--- src/rtl/rv_isa_pkg.sv ---
package rv_isa_pkg;

    // Major opcode, bits 6:0 of the instruction
    typedef logic [6:0] opcode_t;

    // Function field, bits 14:12 of the instruction
    typedef logic [2:0] fn3_t;

    localparam opcode_t LUI       = 7'b0110111;
    localparam opcode_t AUIPC     = 7'b0010111;
    localparam opcode_t JAL       = 7'b1101111;
    localparam opcode_t JALR      = 7'b1100111;
    localparam opcode_t BRANCH    = 7'b1100011;
    localparam opcode_t LOAD      = 7'b0000011;
    localparam opcode_t STORE     = 7'b0100011;
    localparam opcode_t ARITH_IMM = 7'b0010011;
    localparam opcode_t ARITH     = 7'b0110011;
    localparam opcode_t FENCE     = 7'b0001111;
    localparam opcode_t SYSTEM    = 7'b1110011;

    // ALU operand 1 source
    typedef enum logic [1:0] {
        ALU_RS1_RF,
        ALU_RS1_PC,
        ALU_RS1_ZERO
    } alu_rs1_sel_t;

    // ALU operand 2 source
    typedef enum logic [1:0] {
        ALU_RS2_RF,
        ALU_RS2_IMM_I,
        ALU_RS2_IMM_U,
        ALU_RS2_LINK
    } alu_rs2_sel_t;

    // Return address is pc plus one instruction
    localparam logic [31:0] LINK_OFFSET = 32'd4;

endpackage

--- src/rtl/issue_pkg.sv ---
package issue_pkg;

    typedef logic [31:0] word_t;

    // Extra top bit selects signed or unsigned compare
    typedef logic [32:0] alu_operand_t;

    typedef logic [4:0] reg_addr_t;

    // Execution unit numbering
    localparam int BRANCH_UNIT = 0;
    localparam int ALU_UNIT    = 1;
    localparam int LS_UNIT     = 2;
    localparam int GC_UNIT     = 3;
    localparam int MUL_UNIT    = 4;
    localparam int DIV_UNIT    = 5;

    localparam int NUM_UNITS = 6;

    typedef logic [NUM_UNITS-1:0] unit_vec_t;

endpackage

--- src/rtl/instr_classify.sv ---
`timescale 1ns/1ps

module instr_classify #(
    parameter bit USE_MUL = 1'b0,
    parameter bit USE_DIV = 1'b0
) (
    input  issue_pkg::word_t            instruction,
    output rv_isa_pkg::opcode_t         opcode,
    output rv_isa_pkg::fn3_t            fn3,
    output issue_pkg::unit_vec_t        unit_request,
    output logic                        uses_rs1,
    output logic                        uses_rs2,
    output logic                        illegal_instruction,
    output rv_isa_pkg::alu_rs1_sel_t    alu_rs1_sel,
    output rv_isa_pkg::alu_rs2_sel_t    alu_rs2_sel
);
    import rv_isa_pkg::*;
    import issue_pkg::*;

    logic mult_div_op;
    logic valid_opcode;

    //////////////////////////////
    // Field split
    assign opcode = instruction[6:0];
    assign fn3 = instruction[14:12];
    assign mult_div_op = instruction[25];

    //////////////////////////////
    // Unit request and ALU operand selects
    always_comb begin
        unit_request = '0;
        alu_rs1_sel = ALU_RS1_RF;
        alu_rs2_sel = ALU_RS2_RF;
        case (opcode)
            BRANCH: begin
                unit_request[BRANCH_UNIT] = 1'b1;
            end
            JAL, JALR: begin
                // ALU forms the link value pc + 4
                unit_request[BRANCH_UNIT] = 1'b1;
                unit_request[ALU_UNIT] = 1'b1;
                alu_rs1_sel = ALU_RS1_PC;
                alu_rs2_sel = ALU_RS2_LINK;
            end
            LUI: begin
                unit_request[ALU_UNIT] = 1'b1;
                alu_rs1_sel = ALU_RS1_ZERO;
                alu_rs2_sel = ALU_RS2_IMM_U;
            end
            AUIPC: begin
                unit_request[ALU_UNIT] = 1'b1;
                alu_rs1_sel = ALU_RS1_PC;
                alu_rs2_sel = ALU_RS2_IMM_U;
            end
            ARITH_IMM: begin
                unit_request[ALU_UNIT] = 1'b1;
                alu_rs2_sel = ALU_RS2_IMM_I;
            end
            ARITH: begin
                if (mult_div_op) begin
                    unit_request[MUL_UNIT] = USE_MUL & ~fn3[2];
                    unit_request[DIV_UNIT] = USE_DIV & fn3[2];
                end else begin
                    unit_request[ALU_UNIT] = 1'b1;
                end
            end
            LOAD, STORE: begin
                unit_request[LS_UNIT] = 1'b1;
            end
            SYSTEM, FENCE: begin
                unit_request[GC_UNIT] = 1'b1;
            end
            default: begin
                unit_request = '0;
            end
        endcase
    end

    //////////////////////////////
    // Register use
    assign uses_rs1 = !(opcode inside {LUI, AUIPC, JAL});
    assign uses_rs2 = opcode inside {BRANCH, STORE, ARITH};

    //////////////////////////////
    // Illegal check
    assign valid_opcode = opcode inside {LUI, AUIPC, JAL, JALR, BRANCH, LOAD, STORE,
                                         ARITH_IMM, ARITH, FENCE, SYSTEM};

    // Multiply and divide are only legal when their unit is built in
    assign illegal_instruction = ~valid_opcode
        | ((opcode == ARITH) & mult_div_op & ((~fn3[2] & ~USE_MUL) | (fn3[2] & ~USE_DIV)));

endmodule

--- src/rtl/issue_ctrl.sv ---
`timescale 1ns/1ps

module issue_ctrl (
    input  logic                    fb_valid,
    input  logic                    id_available,
    input  logic                    issue_hold,
    input  logic                    fetch_flush,
    input  logic                    rs1_conflict,
    input  logic                    rs2_conflict,
    input  logic                    uses_rs1,
    input  logic                    uses_rs2,
    input  rv_isa_pkg::opcode_t     opcode,
    input  issue_pkg::unit_vec_t    unit_request,
    input  issue_pkg::unit_vec_t    unit_ready,
    input  logic                    illegal_instruction,
    output logic                    issued,
    output issue_pkg::unit_vec_t    unit_issue
);
    import rv_isa_pkg::*;
    import issue_pkg::*;

    logic issue_valid;
    logic units_ready;
    logic rs1_ready;
    logic rs2_ready;

    // Stage level conditions, independent of the instruction's units
    assign issue_valid = fb_valid & id_available & ~issue_hold & ~fetch_flush
                       & ~illegal_instruction;

    // Every requested unit must accept, and at least one must be requested
    assign units_ready = (|unit_request) & ~|(unit_request & ~unit_ready);

    assign rs1_ready = ~uses_rs1 | ~rs1_conflict;

    // Store data is forwarded in the load/store unit
    assign rs2_ready = ~uses_rs2 | ~rs2_conflict | (opcode == STORE);

    assign issued = issue_valid & units_ready & rs1_ready & rs2_ready;

    //////////////////////////////
    // Per-unit strobes
    assign unit_issue = unit_request & {NUM_UNITS{issued}};

endmodule

--- src/rtl/alu_operand_gen.sv ---
`timescale 1ns/1ps

module alu_operand_gen (
    input  rv_isa_pkg::alu_rs1_sel_t    alu_rs1_sel,
    input  rv_isa_pkg::alu_rs2_sel_t    alu_rs2_sel,
    input  issue_pkg::word_t            instruction,
    input  rv_isa_pkg::fn3_t            fn3,
    input  issue_pkg::word_t            pc,
    input  issue_pkg::word_t            rs1_data,
    input  issue_pkg::word_t            rs2_data,
    output issue_pkg::alu_operand_t     alu_in1,
    output issue_pkg::alu_operand_t     alu_in2
);
    import rv_isa_pkg::*;
    import issue_pkg::*;

    word_t rs1_op;
    word_t rs2_op;

    always_comb begin
        case (alu_rs1_sel)
            ALU_RS1_PC:   rs1_op = pc;
            ALU_RS1_ZERO: rs1_op = '0;
            default:      rs1_op = rs1_data;
        endcase
    end

    always_comb begin
        case (alu_rs2_sel)
            ALU_RS2_IMM_I: rs2_op = {{20{instruction[31]}}, instruction[31:20]};
            ALU_RS2_IMM_U: rs2_op = {instruction[31:12], 12'b0};
            ALU_RS2_LINK:  rs2_op = LINK_OFFSET;
            default:       rs2_op = rs2_data;
        endcase
    end

    //////////////////////////////
    // 33-bit extension
    // fn3[0] set marks the unsigned compares SLTU and SLTIU
    assign alu_in1 = {rs1_op[31] & ~fn3[0], rs1_op};
    assign alu_in2 = {rs2_op[31] & ~fn3[0], rs2_op};

endmodule

--- src/rtl/ls_operand_gen.sv ---
`timescale 1ns/1ps

module ls_operand_gen (
    input  rv_isa_pkg::opcode_t     opcode,
    input  rv_isa_pkg::fn3_t        fn3,
    input  issue_pkg::word_t        instruction,
    input  issue_pkg::word_t        rs1_data,
    output issue_pkg::word_t        ls_address,
    output logic                    ls_load,
    output logic                    ls_store,
    output rv_isa_pkg::fn3_t        ls_fn3
);
    import rv_isa_pkg::*;
    import issue_pkg::*;

    logic [11:0] ls_offset;
    word_t       offset_ext;

    // Opcode bit 5 separates the store form from the load form
    assign ls_offset = opcode[5] ? {instruction[31:25], instruction[11:7]}
                                 : instruction[31:20];

    assign offset_ext = {{20{ls_offset[11]}}, ls_offset};
    assign ls_address = rs1_data + offset_ext;

    assign ls_load = (opcode == LOAD);
    assign ls_store = (opcode == STORE);

    // Access width and sign
    assign ls_fn3 = fn3;

endmodule

--- src/rtl/gc_capture.sv ---
`timescale 1ns/1ps

module gc_capture (
    input  logic                    clk,
    input  logic                    rst,
    input  logic                    gc_issue,
    input  rv_isa_pkg::opcode_t     opcode,
    input  rv_isa_pkg::fn3_t        fn3,
    input  issue_pkg::word_t        instruction,
    input  issue_pkg::word_t        pc,
    input  issue_pkg::word_t        rs1_data,
    output issue_pkg::word_t        gc_pc,
    output issue_pkg::word_t        gc_instruction,
    output issue_pkg::word_t        gc_rs1,
    output logic                    gc_is_fence,
    output logic                    gc_is_csr,
    output logic                    gc_is_ecall,
    output logic                    gc_is_ebreak,
    output logic                    gc_is_ret,
    output logic                    gc_is_i_fence,
    output logic                    gc_flush_required
);
    import rv_isa_pkg::*;

    logic i_fence;
    logic environment_op;

    assign i_fence = (opcode == FENCE) & fn3[0];
    assign environment_op = (opcode == SYSTEM) & (fn3 == 3'b000);

    // Held until the next global-control issue
    always_ff @(posedge clk) begin
        if (gc_issue) begin
            gc_pc <= pc;
            gc_instruction <= instruction;
            gc_rs1 <= rs1_data;
            gc_is_fence <= (opcode == FENCE) & ~fn3[0];
            gc_is_csr <= (opcode == SYSTEM) & (fn3 != 3'b000);
        end
    end

    //////////////////////////////
    // Single-cycle pulses
    always_ff @(posedge clk) begin
        if (rst) begin
            gc_is_ecall <= 1'b0;
            gc_is_ebreak <= 1'b0;
            gc_is_ret <= 1'b0;
            gc_is_i_fence <= 1'b0;
        end else begin
            gc_is_ecall <= gc_issue & environment_op & (instruction[21:20] == 2'b00);
            gc_is_ebreak <= gc_issue & environment_op & (instruction[21:20] == 2'b01);
            gc_is_ret <= gc_issue & environment_op & (instruction[21:20] == 2'b10);
            gc_is_i_fence <= gc_issue & i_fence;
        end
    end

    // Environment ops and I-fence redirect fetch
    assign gc_flush_required = gc_issue & (environment_op | i_fence);

endmodule

--- src/rtl/decode_issue.sv ---
`timescale 1ns/1ps

module decode_issue #(
    parameter bit USE_MUL = 1'b1,
    parameter bit USE_DIV = 1'b0
) (
    input  logic                    clk,
    input  logic                    rst,
    input  logic                    fb_valid,
    input  issue_pkg::word_t        instruction,
    input  issue_pkg::word_t        pc,
    input  issue_pkg::word_t        rs1_data,
    input  issue_pkg::word_t        rs2_data,
    input  logic                    rs1_conflict,
    input  logic                    rs2_conflict,
    input  logic                    id_available,
    input  logic                    issue_hold,
    input  logic                    fetch_flush,
    input  issue_pkg::unit_vec_t    unit_ready,
    output logic                    issued,
    output issue_pkg::unit_vec_t    unit_issue,
    output logic                    illegal_instruction,
    output issue_pkg::alu_operand_t alu_in1,
    output issue_pkg::alu_operand_t alu_in2,
    output issue_pkg::word_t        ls_address,
    output logic                    ls_load,
    output logic                    ls_store,
    output rv_isa_pkg::fn3_t        ls_fn3,
    output issue_pkg::word_t        gc_pc,
    output issue_pkg::word_t        gc_instruction,
    output issue_pkg::word_t        gc_rs1,
    output logic                    gc_is_fence,
    output logic                    gc_is_csr,
    output logic                    gc_is_ecall,
    output logic                    gc_is_ebreak,
    output logic                    gc_is_ret,
    output logic                    gc_is_i_fence,
    output logic                    gc_flush_required
);
    import rv_isa_pkg::*;
    import issue_pkg::*;

    opcode_t      opcode;
    fn3_t         fn3;
    unit_vec_t    unit_request;
    logic         uses_rs1;
    logic         uses_rs2;
    alu_rs1_sel_t alu_rs1_sel;
    alu_rs2_sel_t alu_rs2_sel;

    //////////////////////////////
    // Input side
    instr_classify #(
        .USE_MUL(USE_MUL),
        .USE_DIV(USE_DIV)
    ) classify0 (
        .instruction(instruction),
        .opcode(opcode),
        .fn3(fn3),
        .unit_request(unit_request),
        .uses_rs1(uses_rs1),
        .uses_rs2(uses_rs2),
        .illegal_instruction(illegal_instruction),
        .alu_rs1_sel(alu_rs1_sel),
        .alu_rs2_sel(alu_rs2_sel)
    );

    //////////////////////////////
    // Issue decision
    issue_ctrl issue0 (
        .fb_valid(fb_valid),
        .id_available(id_available),
        .issue_hold(issue_hold),
        .fetch_flush(fetch_flush),
        .rs1_conflict(rs1_conflict),
        .rs2_conflict(rs2_conflict),
        .uses_rs1(uses_rs1),
        .uses_rs2(uses_rs2),
        .opcode(opcode),
        .unit_request(unit_request),
        .unit_ready(unit_ready),
        .illegal_instruction(illegal_instruction),
        .issued(issued),
        .unit_issue(unit_issue)
    );

    //////////////////////////////
    // Operand formers
    alu_operand_gen alu_ops0 (
        .alu_rs1_sel(alu_rs1_sel),
        .alu_rs2_sel(alu_rs2_sel),
        .instruction(instruction),
        .fn3(fn3),
        .pc(pc),
        .rs1_data(rs1_data),
        .rs2_data(rs2_data),
        .alu_in1(alu_in1),
        .alu_in2(alu_in2)
    );

    ls_operand_gen ls_ops0 (
        .opcode(opcode),
        .fn3(fn3),
        .instruction(instruction),
        .rs1_data(rs1_data),
        .ls_address(ls_address),
        .ls_load(ls_load),
        .ls_store(ls_store),
        .ls_fn3(ls_fn3)
    );

    gc_capture gc0 (
        .clk(clk),
        .rst(rst),
        .gc_issue(unit_issue[GC_UNIT]),
        .opcode(opcode),
        .fn3(fn3),
        .instruction(instruction),
        .pc(pc),
        .rs1_data(rs1_data),
        .gc_pc(gc_pc),
        .gc_instruction(gc_instruction),
        .gc_rs1(gc_rs1),
        .gc_is_fence(gc_is_fence),
        .gc_is_csr(gc_is_csr),
        .gc_is_ecall(gc_is_ecall),
        .gc_is_ebreak(gc_is_ebreak),
        .gc_is_ret(gc_is_ret),
        .gc_is_i_fence(gc_is_i_fence),
        .gc_flush_required(gc_flush_required)
    );

endmodule

--- config.mk ---
export PLATFORM = sky130hd
export DESIGN_NAME = decode_issue
export DESIGN_NICKNAME = d
export VERILOG_FILES = /design/src/rtl/rv_isa_pkg.sv /design/src/rtl/issue_pkg.sv /design/src/rtl/instr_classify.sv /design/src/rtl/issue_ctrl.sv /design/src/rtl/alu_operand_gen.sv /design/src/rtl/ls_operand_gen.sv /design/src/rtl/gc_capture.sv /design/src/rtl/decode_issue.sv
export SDC_FILE = /design/constraint.sdc
export NUM_CORES = 1
export LEC_CHECK = 0
export BUFFER_PORTS_ARGS = -buffer_cell sky130_fd_sc_hd__buf_2
export CAP_MARGIN = 20
export CORE_AREA = 2 2 138 140
export CTS_CLUSTER_DIAMETER = 100
export DETAILED_ROUTE_END_ITERATION = 7
export DIE_AREA = 0 0 140 142
export GPL_TIMING_DRIVEN = 0
export SLEW_MARGIN = 10
export SYNTH_ARGS = -nofsm -noshare
export SYNTH_HDL_FRONTEND = slang
export SYNTH_SLANG_ARGS = --single-unit
--- constraint.sdc ---
create_clock -name clk -period 12.45 [get_ports clk]
set_clock_uncertainty 0.1 [all_clocks]
set_input_delay 2.49 -clock clk [delete_from_list [all_inputs] [get_ports clk]]
set_output_delay 2.49 -clock clk [all_outputs]
set_load 0.01 [all_outputs]
==> metrics.csv, run 1 <==
metric,value,unit
"top cells by count, synth","edfxtp_1 (98), nand2_1 (50), a21oi_1 (46)",
metal1 wirelength,9110,um
Final ANT Viol Nets,0,
required time worst endpoint,9.86,ns
Post-route DRC,25,
Clock Tree Buf Depth,2,
Final #Nets,1087,
post-synthesis simple-gate area fraction,0.127,
synthesized instance count,544,
pre-CTS WS,3.74,ns
number of H-tree levels,3,
Syn Area/Cell,11.0,um^2
die width,140,um
most common cell in the netlist,edfxtp_1,
Area growth syn-to-layout,41.2,%
router iterations before antenna repair,7,
Finish-stage setup viols,0,
Critical Path Sink,ls_address[26],
"Seq/Total Area, Yosys",0.507,
cells taking the most area after synthesis,"edfxtp_1 (49%), ha_1 (6.7%), a22o_1 (6.0%), a21oi_1 (3.9%), nand2_1 (3.1%)",
Synth Net Count,719,
VDD IR max,0.0000649,V
Vias,5981,
status,"complete, but fails checks",
Pins Over Slew Limit,0,
dominant synthesized flop cell,edfxtp_1,
metal2 WL,11700,um
drt initial violations,307,
Setup TNS,0,ns
"EDFF count, synth",98,
largest family of logic cells by synthesized area,compound AO/OA/AOI/OAI gates,
Fin. Hold Viols,0,
Num Clock Sinks,102,
Slew HR,0.516,
via count of the first global-routing pass,5830,
met3 routed WL,1890,um
Seq cells post-synth,102,
Initial Utilization,0.323,
Worst setup startpoint,instruction[5],
Worst-Margin Slew,0.726,ns
area fraction of the dominant cell type after synthesis,0.493,
global-route wire length before repair,33600,um
highest metal used,met4,
total of max-cap violations,0,
initial antenna violation count,0,
routed length per placed instance,20.1,um
clock-pin slew on the worst setup and hold paths,0.08,ns
global placement routability congestion,0.887,
Via-to-Cell Ratio,5.20,
fin crit share,0.699,
die area,19900,um^2
Syn Std Cell Area,5960,um^2
xor and xnor fraction of the mapped netlist area,0.0441,
hold buffers post-CTS,0,
DP HPWL,18600,um
Setup crit end kind,output pin,
Synth Area in Compound Gates,0.210,
Synth Area in Adders,0.0705,
Util after Layout,0.456,
Setup CP Type,input pin to output pin,
worst min path class,input pin to register,
"Worst Setup Slack, final",3.75,ns
Tot GR Track Use,0.225,
CTS tree,yes,
largest net degree at the start of global routing,28,
Yosys cell types,58,
Yosys Warn Count,0,
Die H,142,um
Worst EP arrival,6.11,ns
Pleak,3.79,nW
I/O pin count,356,
Tmin final,8.70,ns
final WL,23100,um
leading area contributor after synthesis,edfxtp_1,
core area,18500,um^2
Antenna diodes,0,
CP Launch Type,input pin,
Num CTS Buffers,9,
WHS,2.22,ns
failing checks,design-rule violations,
post-CTS setup buffers,0,
Row Count,50,
GRT overflow,0,
RSZ-0062 raised after global routing,false,
mux share of post-synthesis cell area,0.00923,
I/O Buffers,353,
CP max FO,10,
f_max,0.115,GHz
layout cells sized above 1,0.429,
ys async rst share,0,
clock root cell,clkbuf_16,
Post-CTS Resized,0,
power density over cell area,107,nW/um^2
-- through the flow --
step	area (um^2)	total power, mW	instances
floorplan	5960	0.505	544
global placement	8020	0.605	1131
detailed placement	8120	0.605	1135
CTS	8420	0.906	1151
global route	8420	0.940	1151
finish	8420	0.899	1151
-- power by group --
part | internal, mW | switching [mW]
Sequential | 0.375 | 0.00000583
Clock | 0.164 | 0.137
Combinational | 0.0941 | 0.129
Total | 0.633 | 0.265
-- sequential cells by signal, summed over array words and instances, names as in the netlist --
signal / flops
gc0.gc_instruction: 32
gc0.gc_pc: 32
gc0.gc_rs1: 32
gc0.gc_is_csr: 1
gc0.gc_is_ebreak: 1
gc0.gc_is_ecall: 1
gc0.gc_is_fence: 1
gc0.gc_is_i_fence: 1
gc0.gc_is_ret: 1
-- worst min-delay path by stage --
stage / startpoint / end / slack (ns) / cells after the start
2_1_floorplan: instruction[20] / gc0.gc_is_ret$_SDFF_PP0_ / 2.47 / 1
3_3_place_gp: instruction[9] / gc0.gc_instruction[9]$_DFFE_PP_ / 2.58 / 1
3_5_place_dp: pc[16] / gc0.gc_pc[16]$_DFFE_PP_ / 2.58 / 1
4_1_cts: pc[16] / gc0.gc_pc[16]$_DFFE_PP_ / 2.21 / 1
5_1_grt: pc[16] / gc0.gc_pc[16]$_DFFE_PP_ / 2.20 / 1
6_report: pc[13] / gc0.gc_pc[13]$_DFFE_PP_ / 2.22 / 1
-- placed cells by master (no fill, tap or decap), drive strengths merged, types with 2 or more instances in the layout --
cell / instances
a22oi: 14
nand3: 9
or4: 2
clkbuf: 35
ha: 32
a21o: 12
a22o: 41
clkinv: 2
mux2: 4
a31oi: 3
a211oi: 4
nor2b: 8
nor4: 4
o21ai: 31
nand2b: 8
edfxtp: 98
dfxtp: 4
buf: 364
and2: 3
nand2: 50
o22ai: 2
nand4: 8
nor3: 9
a21boi: 2
nor3b: 3
o211ai: 4
o2111ai: 2
xor2: 10
a21oi: 47
o31ai: 5
or3: 4
nor2: 29
inv: 14
and3: 6
o21a: 6
xnor2: 20
o21bai: 5
-- cell type report --
class	instances	area, um^2
Clock buffer	11	243
Tap cell	234	293
Inverter	12	45.0
Timing Repair Buffer	357	1850
Clock inverter	5	65.1
Sequential cell	102	3020
Fill cell	1840	10000
Multi-Input combinational cell	399	2770
Buffer	31	143
-- logic make-up after synthesis --
group | count (synthesis)
compound gates | 182
simple gates | 148
flops | 102
buf+inv | 43
fa+ha+maj | 33
xor+xnor | 30
mux | 5
other cells | 1
-- routing by layer --
metal,global-route usage,vias up
met2,0.414,291
met5,0,-
met3,0.0606,25
met1,0.260,2835
met4,0.0564,0
li1,-,2830
-- worst max-delay path, cell delays in order --
cell	delay, ns
buf_2	0.19
clkbuf_1	0.45
mux2_2	0.27
ha_1	0.20
inv_1	0.07
fa_1	0.42
nor2b_1	0.17
o2111ai_1	0.19
a21oi_1	0.37
o21ai_2	0.19
o31ai_1	0.48
a21oi_1	0.18
xnor2_1	0.26
buf_2	0.19
Power figures use the tool's default switching activity.
==> inputs of run 2 (changes only) <==
==> constraint.sdc (replaced) <==
create_clock -name clk -period 8.7 [get_ports clk]
set_clock_uncertainty 0.1 [all_clocks]
set_input_delay 1.74 -clock clk [delete_from_list [all_inputs] [get_ports clk]]
set_output_delay 1.74 -clock clk [all_outputs]
set_load 0.01 [all_outputs]
==> metrics.csv, run 2 (same netlist as run 1, synthesis figures left out) <==
metric,value,unit
core area,18500,um^2
Tmin final,7.16,ns
hold buffers post-CTS,0,
Initial Utilization,0.323,
Slew HR,0.448,
I/O Buffers,353,
clock root cell,clkbuf_16,
Via-to-Cell Ratio,5.10,
biggest regs,"gc0.gc_instruction x32, gc0.gc_pc x32, gc0.gc_rs1 x32",
cell total after placement,1135,
Pins Over Slew Limit,0,
Non-Filler Instances,1152,
routed length per placed instance,19.7,um
Cell Int Power,0.954,mW
Worst EP arrival,5.32,ns
die width,140,um
Num Clock Sinks,102,
most frequent CP cell,buf_2,
Vias,5878,
Setup CP Type,input pin to output pin,
sequential share of power,0.406,
power density over cell area,156,nW/um^2
CP max FO,10,
VDD IR max,0.0000920,V
CP Launch Type,input pin,
layout cells sized above 1,0.426,
Die H,142,um
P_sw,0.369,mW
GRT overflow,0,
Post-CTS Resized,0,
Setup crit end kind,output pin,
"commonest non-fill, non-tap cell in the layout",buf_2,
status,"complete, but fails checks",
fin crit share,0.822,
f_max,0.140,GHz
number of H-tree levels,3,
Num CTS Buffers,9,
Final #Nets,1087,
worst min path class,input pin to register,
Comb power frac,0.240,
sw frac,0.279,
Area growth syn-to-layout,41.9,%
DP HPWL,18500,um
CP max stage cell,clkbuf_1,
router iterations before antenna repair,7,
final WL,22700,um
Final ANT Viol Nets,0,
CP Cell Sequence,buf_2 -> clkbuf_1 -> mux2_2 -> ha_1 -> inv_1 -> fa_1 -> nor2b_1 -> o2111ai_1 -> a21oi_1 -> o21ai_2 -> o211ai_1 -> a41oi_1 -> xnor2_1 -> buf_2,
Clock Power Share,0.354,
Worst Hold Launch,instruction[11],
drt initial violations,322,
required time worst endpoint,6.86,ns
Pleak,3.80,nW
Worst setup startpoint,instruction[5],
clock-pin slew on the worst setup and hold paths,0.07,ns
I/O pin count,356,
Finish-stage setup viols,0,
failing checks,design-rule violations,
CTS tree,yes,
total of max-cap violations,0,
RSZ-0062 raised after global routing,false,
Clock Tree Buf Depth,2,
via count of the first global-routing pass,5876,
global placement routability congestion,0.904,
Post-route DRC,25,
Pwr Total,1.32,mW
Worst-Margin Slew,0.827,ns
Setup TNS,0,ns
largest net degree at the start of global routing,27,
global-route wire length before repair,33800,um
CP max stage delay,0.47,ns
Tot GR Track Use,0.224,
initial antenna violation count,1,
post-CTS setup buffers,0,
hold depth,1,
Worst Hold Path EP,gc0.gc_instruction[11]$_DFFE_PP_,
die area,19900,um^2
Fin. Hold Viols,0,
"commonest non-fill, non-tap cells in the layout","buf_2 (353), edfxtp_1 (98), nand2_1 (50)",
Row Count,50,
==> run 2: changes by cell type in the layout (fill, tap and decap cells not counted), sizes merged <==
cell      previous run  this run
bufinv               1         3
clkbuf              35        36
clkinv               2         0
clkinvlp             0         1
diode                0         1
inv                 14        12
==> run 2: final cells by class <==
type	instances	area [um^2]
multi-input cells	399	2770
inverters	12	45.0
flip-flops and latches	102	3020
diodes	1	2.50
plain buffers	31	143
clock buffers	12	236
fillers	1799	9990
well taps	234	293
clock inverters	4	97.6
repair buffers	357	1860
==> run 2: through the flow <==
stage / area (um^2) / hold slack [ns] / utilization / setup WS, ns
after floorplan: 5970 / 1.72 / - / 1.00
final: 8460 / 1.48 / 0.459 / 1.54
after global routing: 8460 / 1.46 / 0.459 / 1.24
after detailed placement: 8130 / 1.83 / 0.440 / 1.56
after CTS: 8460 / 1.46 / 0.458 / 1.53
after global placement: 8030 / 1.83 / 0.435 / -0.904
==> run 2: worst max-delay path by stage <==
stage,cells past startpoint,to,slack (ns)
4_1_cts,14,ls_address[24],1.53
5_1_grt,14,ls_address[24],1.24
3_3_place_gp,11,unit_issue[3],-0.90
2_1_floorplan,9,unit_issue[3],1.00
3_5_place_dp,14,ls_address[24],1.56
6_report,14,ls_address[24],1.54
==> run 2: per-layer routing <==
metal  GRT usage  part of all wire  vias to the layer above
met2       0.401              0.50                      290
li1            -                 -                     2825
met3      0.0427             0.076                       24
met4      0.0728             0.021                        0
met1       0.273              0.40                     2739
met5           0                 0                        -
==> run 2: power by group through the flow <==
stage | clock [mW] | sequential, mW | combinational, mW
floorplan | 0 | 0.548 | 0.175
global placement | 0 | 0.548 | 0.318
detailed placement | 0 | 0.548 | 0.318
CTS | 0.479 | 0.537 | 0.320
global route | 0.496 | 0.536 | 0.350
finish | 0.468 | 0.537 | 0.318
==> run 2: critical path: cells and delay by family <==
kind	cells	cell delay, ns
buffers and inverters	4	0.89
multiplexers	1	0.26
XOR/XNOR	1	0.17
AND/OR/NAND/NOR	1	0.18
AO/OA/AOI/OAI	5	1.45
adder cells (fa/ha/maj)	2	0.60
==> inputs of run 3 (changes only) <==
--- a/config.mk
+++ b/config.mk
@@ -7,11 +7,12 @@
 export LEC_CHECK = 0
 export BUFFER_PORTS_ARGS = -buffer_cell sky130_fd_sc_hd__buf_2
 export CAP_MARGIN = 20
-export CORE_AREA = 2 2 138 140
+export CORE_AREA = 2 2 137 139
 export CTS_CLUSTER_DIAMETER = 100
 export DETAILED_ROUTE_END_ITERATION = 7
-export DIE_AREA = 0 0 140 142
+export DIE_AREA = 0 0 139 141
 export GPL_TIMING_DRIVEN = 0
+export PLACE_DENSITY = 0.66
 export SLEW_MARGIN = 10
 export SYNTH_ARGS = -nofsm -noshare
 export SYNTH_HDL_FRONTEND = slang
==> constraint.sdc (replaced) <==
create_clock -name clk -period 5.77 [get_ports clk]
set_clock_uncertainty 0.1 [all_clocks]
set_input_delay 1.154 -clock clk [delete_from_list [all_inputs] [get_ports clk]]
set_output_delay 1.154 -clock clk [all_outputs]
set_load 0.01 [all_outputs]
==> metrics.csv, run 3 (same netlist as run 1, synthesis figures left out) <==
metric,value,unit
status,completed,
core area,18300,um^2
Worst EP arrival,4.30,ns
CP max stage cell,a21oi_1,
Critical Path Sink,ls_address[30],
Initial Utilization,0.327,
VDD IR max,0.000150,V
power density over cell area,228,nW/um^2
Worst-Margin Slew,0.834,ns
Pleak,3.79,nW
Util after Layout,0.460,
Fin. Hold Viols,0,
Sequential cell area,3020,um^2
largest net degree at the start of global routing,28,
Post-route DRC,0,
I/O pin count,356,
Non-Filler Instances,1151,
drt initial violations,262,
Via-to-Cell Ratio,5.12,
initial antenna violation count,2,
GR peak layer,met2,
Vias,5894,
DP HPWL,19000,um
Worst Hold Launch,pc[13],
CP Cell Sequence,buf_2 -> mux2_2 -> ha_1 -> inv_1 -> fa_1 -> nor2b_1 -> o2111ai_1 -> a21oi_1 -> o21ai_2 -> o31ai_1 -> o21ai_0 -> xnor2_1 -> buf_2,
multi-input logic area,2770,um^2
global-route wire length before repair,33800,um
number of H-tree levels,3,
post-CTS setup buffers,0,
final WL,23000,um
Finish-stage setup viols,0,
I/O Buffers,353,
CP Launch Type,input pin,
Setup CP Type,input pin to output pin,
most frequent CP cell,buf_2,
cell total after placement,1134,
routed length per placed instance,20.0,um
RSZ-0062 raised after global routing,false,
Final ANT Viol Nets,0,
via count of the first global-routing pass,5894,
biggest regs,"gc0.gc_instruction x32, gc0.gc_pc x32, gc0.gc_rs1 x32",
Row Count,50,
Area growth syn-to-layout,40.8,%
f_max,0.180,GHz
Setup crit end kind,output pin,
Final #Nets,1085,
"commonest non-fill, non-tap cells in the layout","buf_2 (353), edfxtp_1 (98), nand2_1 (50)",
clock root cell,clkbuf_16,
global placement routability congestion,0.912,
Num CTS Buffers,9,
hold buffers post-CTS,0,
required time worst endpoint,4.52,ns
die area,19600,um^2
Worst setup startpoint,instruction[5],
CP max FO,18,
Tmin final,5.56,ns
"commonest non-fill, non-tap cell in the layout",buf_2,
met2 Use GR,0.407,
Num Clock Sinks,102,
GRT overflow,0,
die width,139,um
Fill cells,1794,
worst min path class,input pin to register,
CP max stage delay,0.43,ns
Tot GR Track Use,0.226,
fin crit share,0.963,
Setup TNS,0,ns
Slew HR,0.442,
Die H,141,um
met3 Track Usage GR,0.0571,
Pwr Total,1.91,mW
total of max-cap violations,0,
CTS tree,yes,
Clock Tree Buf Depth,2,
met1 Usage GRT,0.266,
Pins Over Slew Limit,0,
layout cells sized above 1,0.434,
router iterations before antenna repair,5,
clock-pin slew on the worst setup and hold paths,0.08,ns
-- run 3: cell count changes in the layout (fill, tap and decap cells not counted) --
cell and change:
buf_16 -2, clkbuf_1 -7, nor2b_2 +1, clkinv_2 +1
clkbuf_2 +5, buf_8 -1, nor2b_1 -1, diode_2 +1
bufinv_16 -2, inv_6 +1, clkinv_4 +1, buf_12 +2
-- run 3: power breakdown --
part | internal, mW | switching (mW) | total [mW] | leakage [nW]
sequential | 0.809 | 0.0000131 | 0.809 | 0.908
clock | 0.339 | 0.287 | 0.626 | 0.140
combinational | 0.203 | 0.276 | 0.479 | 2.74
total | 1.35 | 0.563 | 1.91 | 3.79
-- run 3: final cells by class --
class,instances,area share
Antenna cell,2,0.000596
Inverter,12,0.00536
Clock buffer,11,0.0277
Tap cell,234,0.0349
Clock inverter,5,0.00715
Sequential cell,102,0.360
Buffer,30,0.0173
Timing Repair Buffer,356,0.218
Multi-Input combinational cell,399,0.330
-- run 3: worst max-delay path, delay by kind of cell --
kind            cells  cell delay, ns
compound gates      5            1.42
fa+ha+maj           2            0.59
buf+inv             3            0.54
mux                 1            0.24
xor+xnor            1            0.18
simple gates        1            0.17
-- run 3: how the worst min path moves through the flow --
| stage | to | slack (ns) | depth (start not counted) |
|---|---|---|---|
| floorplan | gc0.gc_is_ret$_SDFF_PP0_ | 1.13 | 1 |
| global placement | gc0.gc_instruction[9]$_DFFE_PP_ | 1.24 | 1 |
| detailed placement | gc0.gc_instruction[9]$_DFFE_PP_ | 1.25 | 1 |
| CTS | gc0.gc_pc[13]$_DFFE_PP_ | 0.87 | 1 |
| global route | gc0.gc_pc[6]$_DFFE_PP_ | 0.87 | 1 |
| finish | gc0.gc_pc[13]$_DFFE_PP_ | 0.88 | 1 |
-- run 3: what timing repair did --
| action | in CTS | in global routing |
|---|---|---|
| resized for setup | 4 | 3 |
| setup endpoints to repair | 34 | 1 |
| hold endpoints to repair | 0 | 0 |
-- run 3: layer usage --
metal | share of wire | vias to the layer above
met4 | 0.022 | 0
met2 | 0.51 | 300
met5 | 0 | -
li1 | - | 2817
met3 | 0.075 | 27
met1 | 0.39 | 2750
-- run 3: stage by stage --
stage	worst slack (ns)	hold slack [ns]	area, um^2
2_1_floorplan	0.337	1.13	5980
3_3_place_gp	-0.842	1.24	8040
4_1_cts	0.139	0.870	8390
6_report	0.214	0.881	8400
3_5_place_dp	-0.255	1.25	8100
5_1_grt	0.0210	0.872	8400
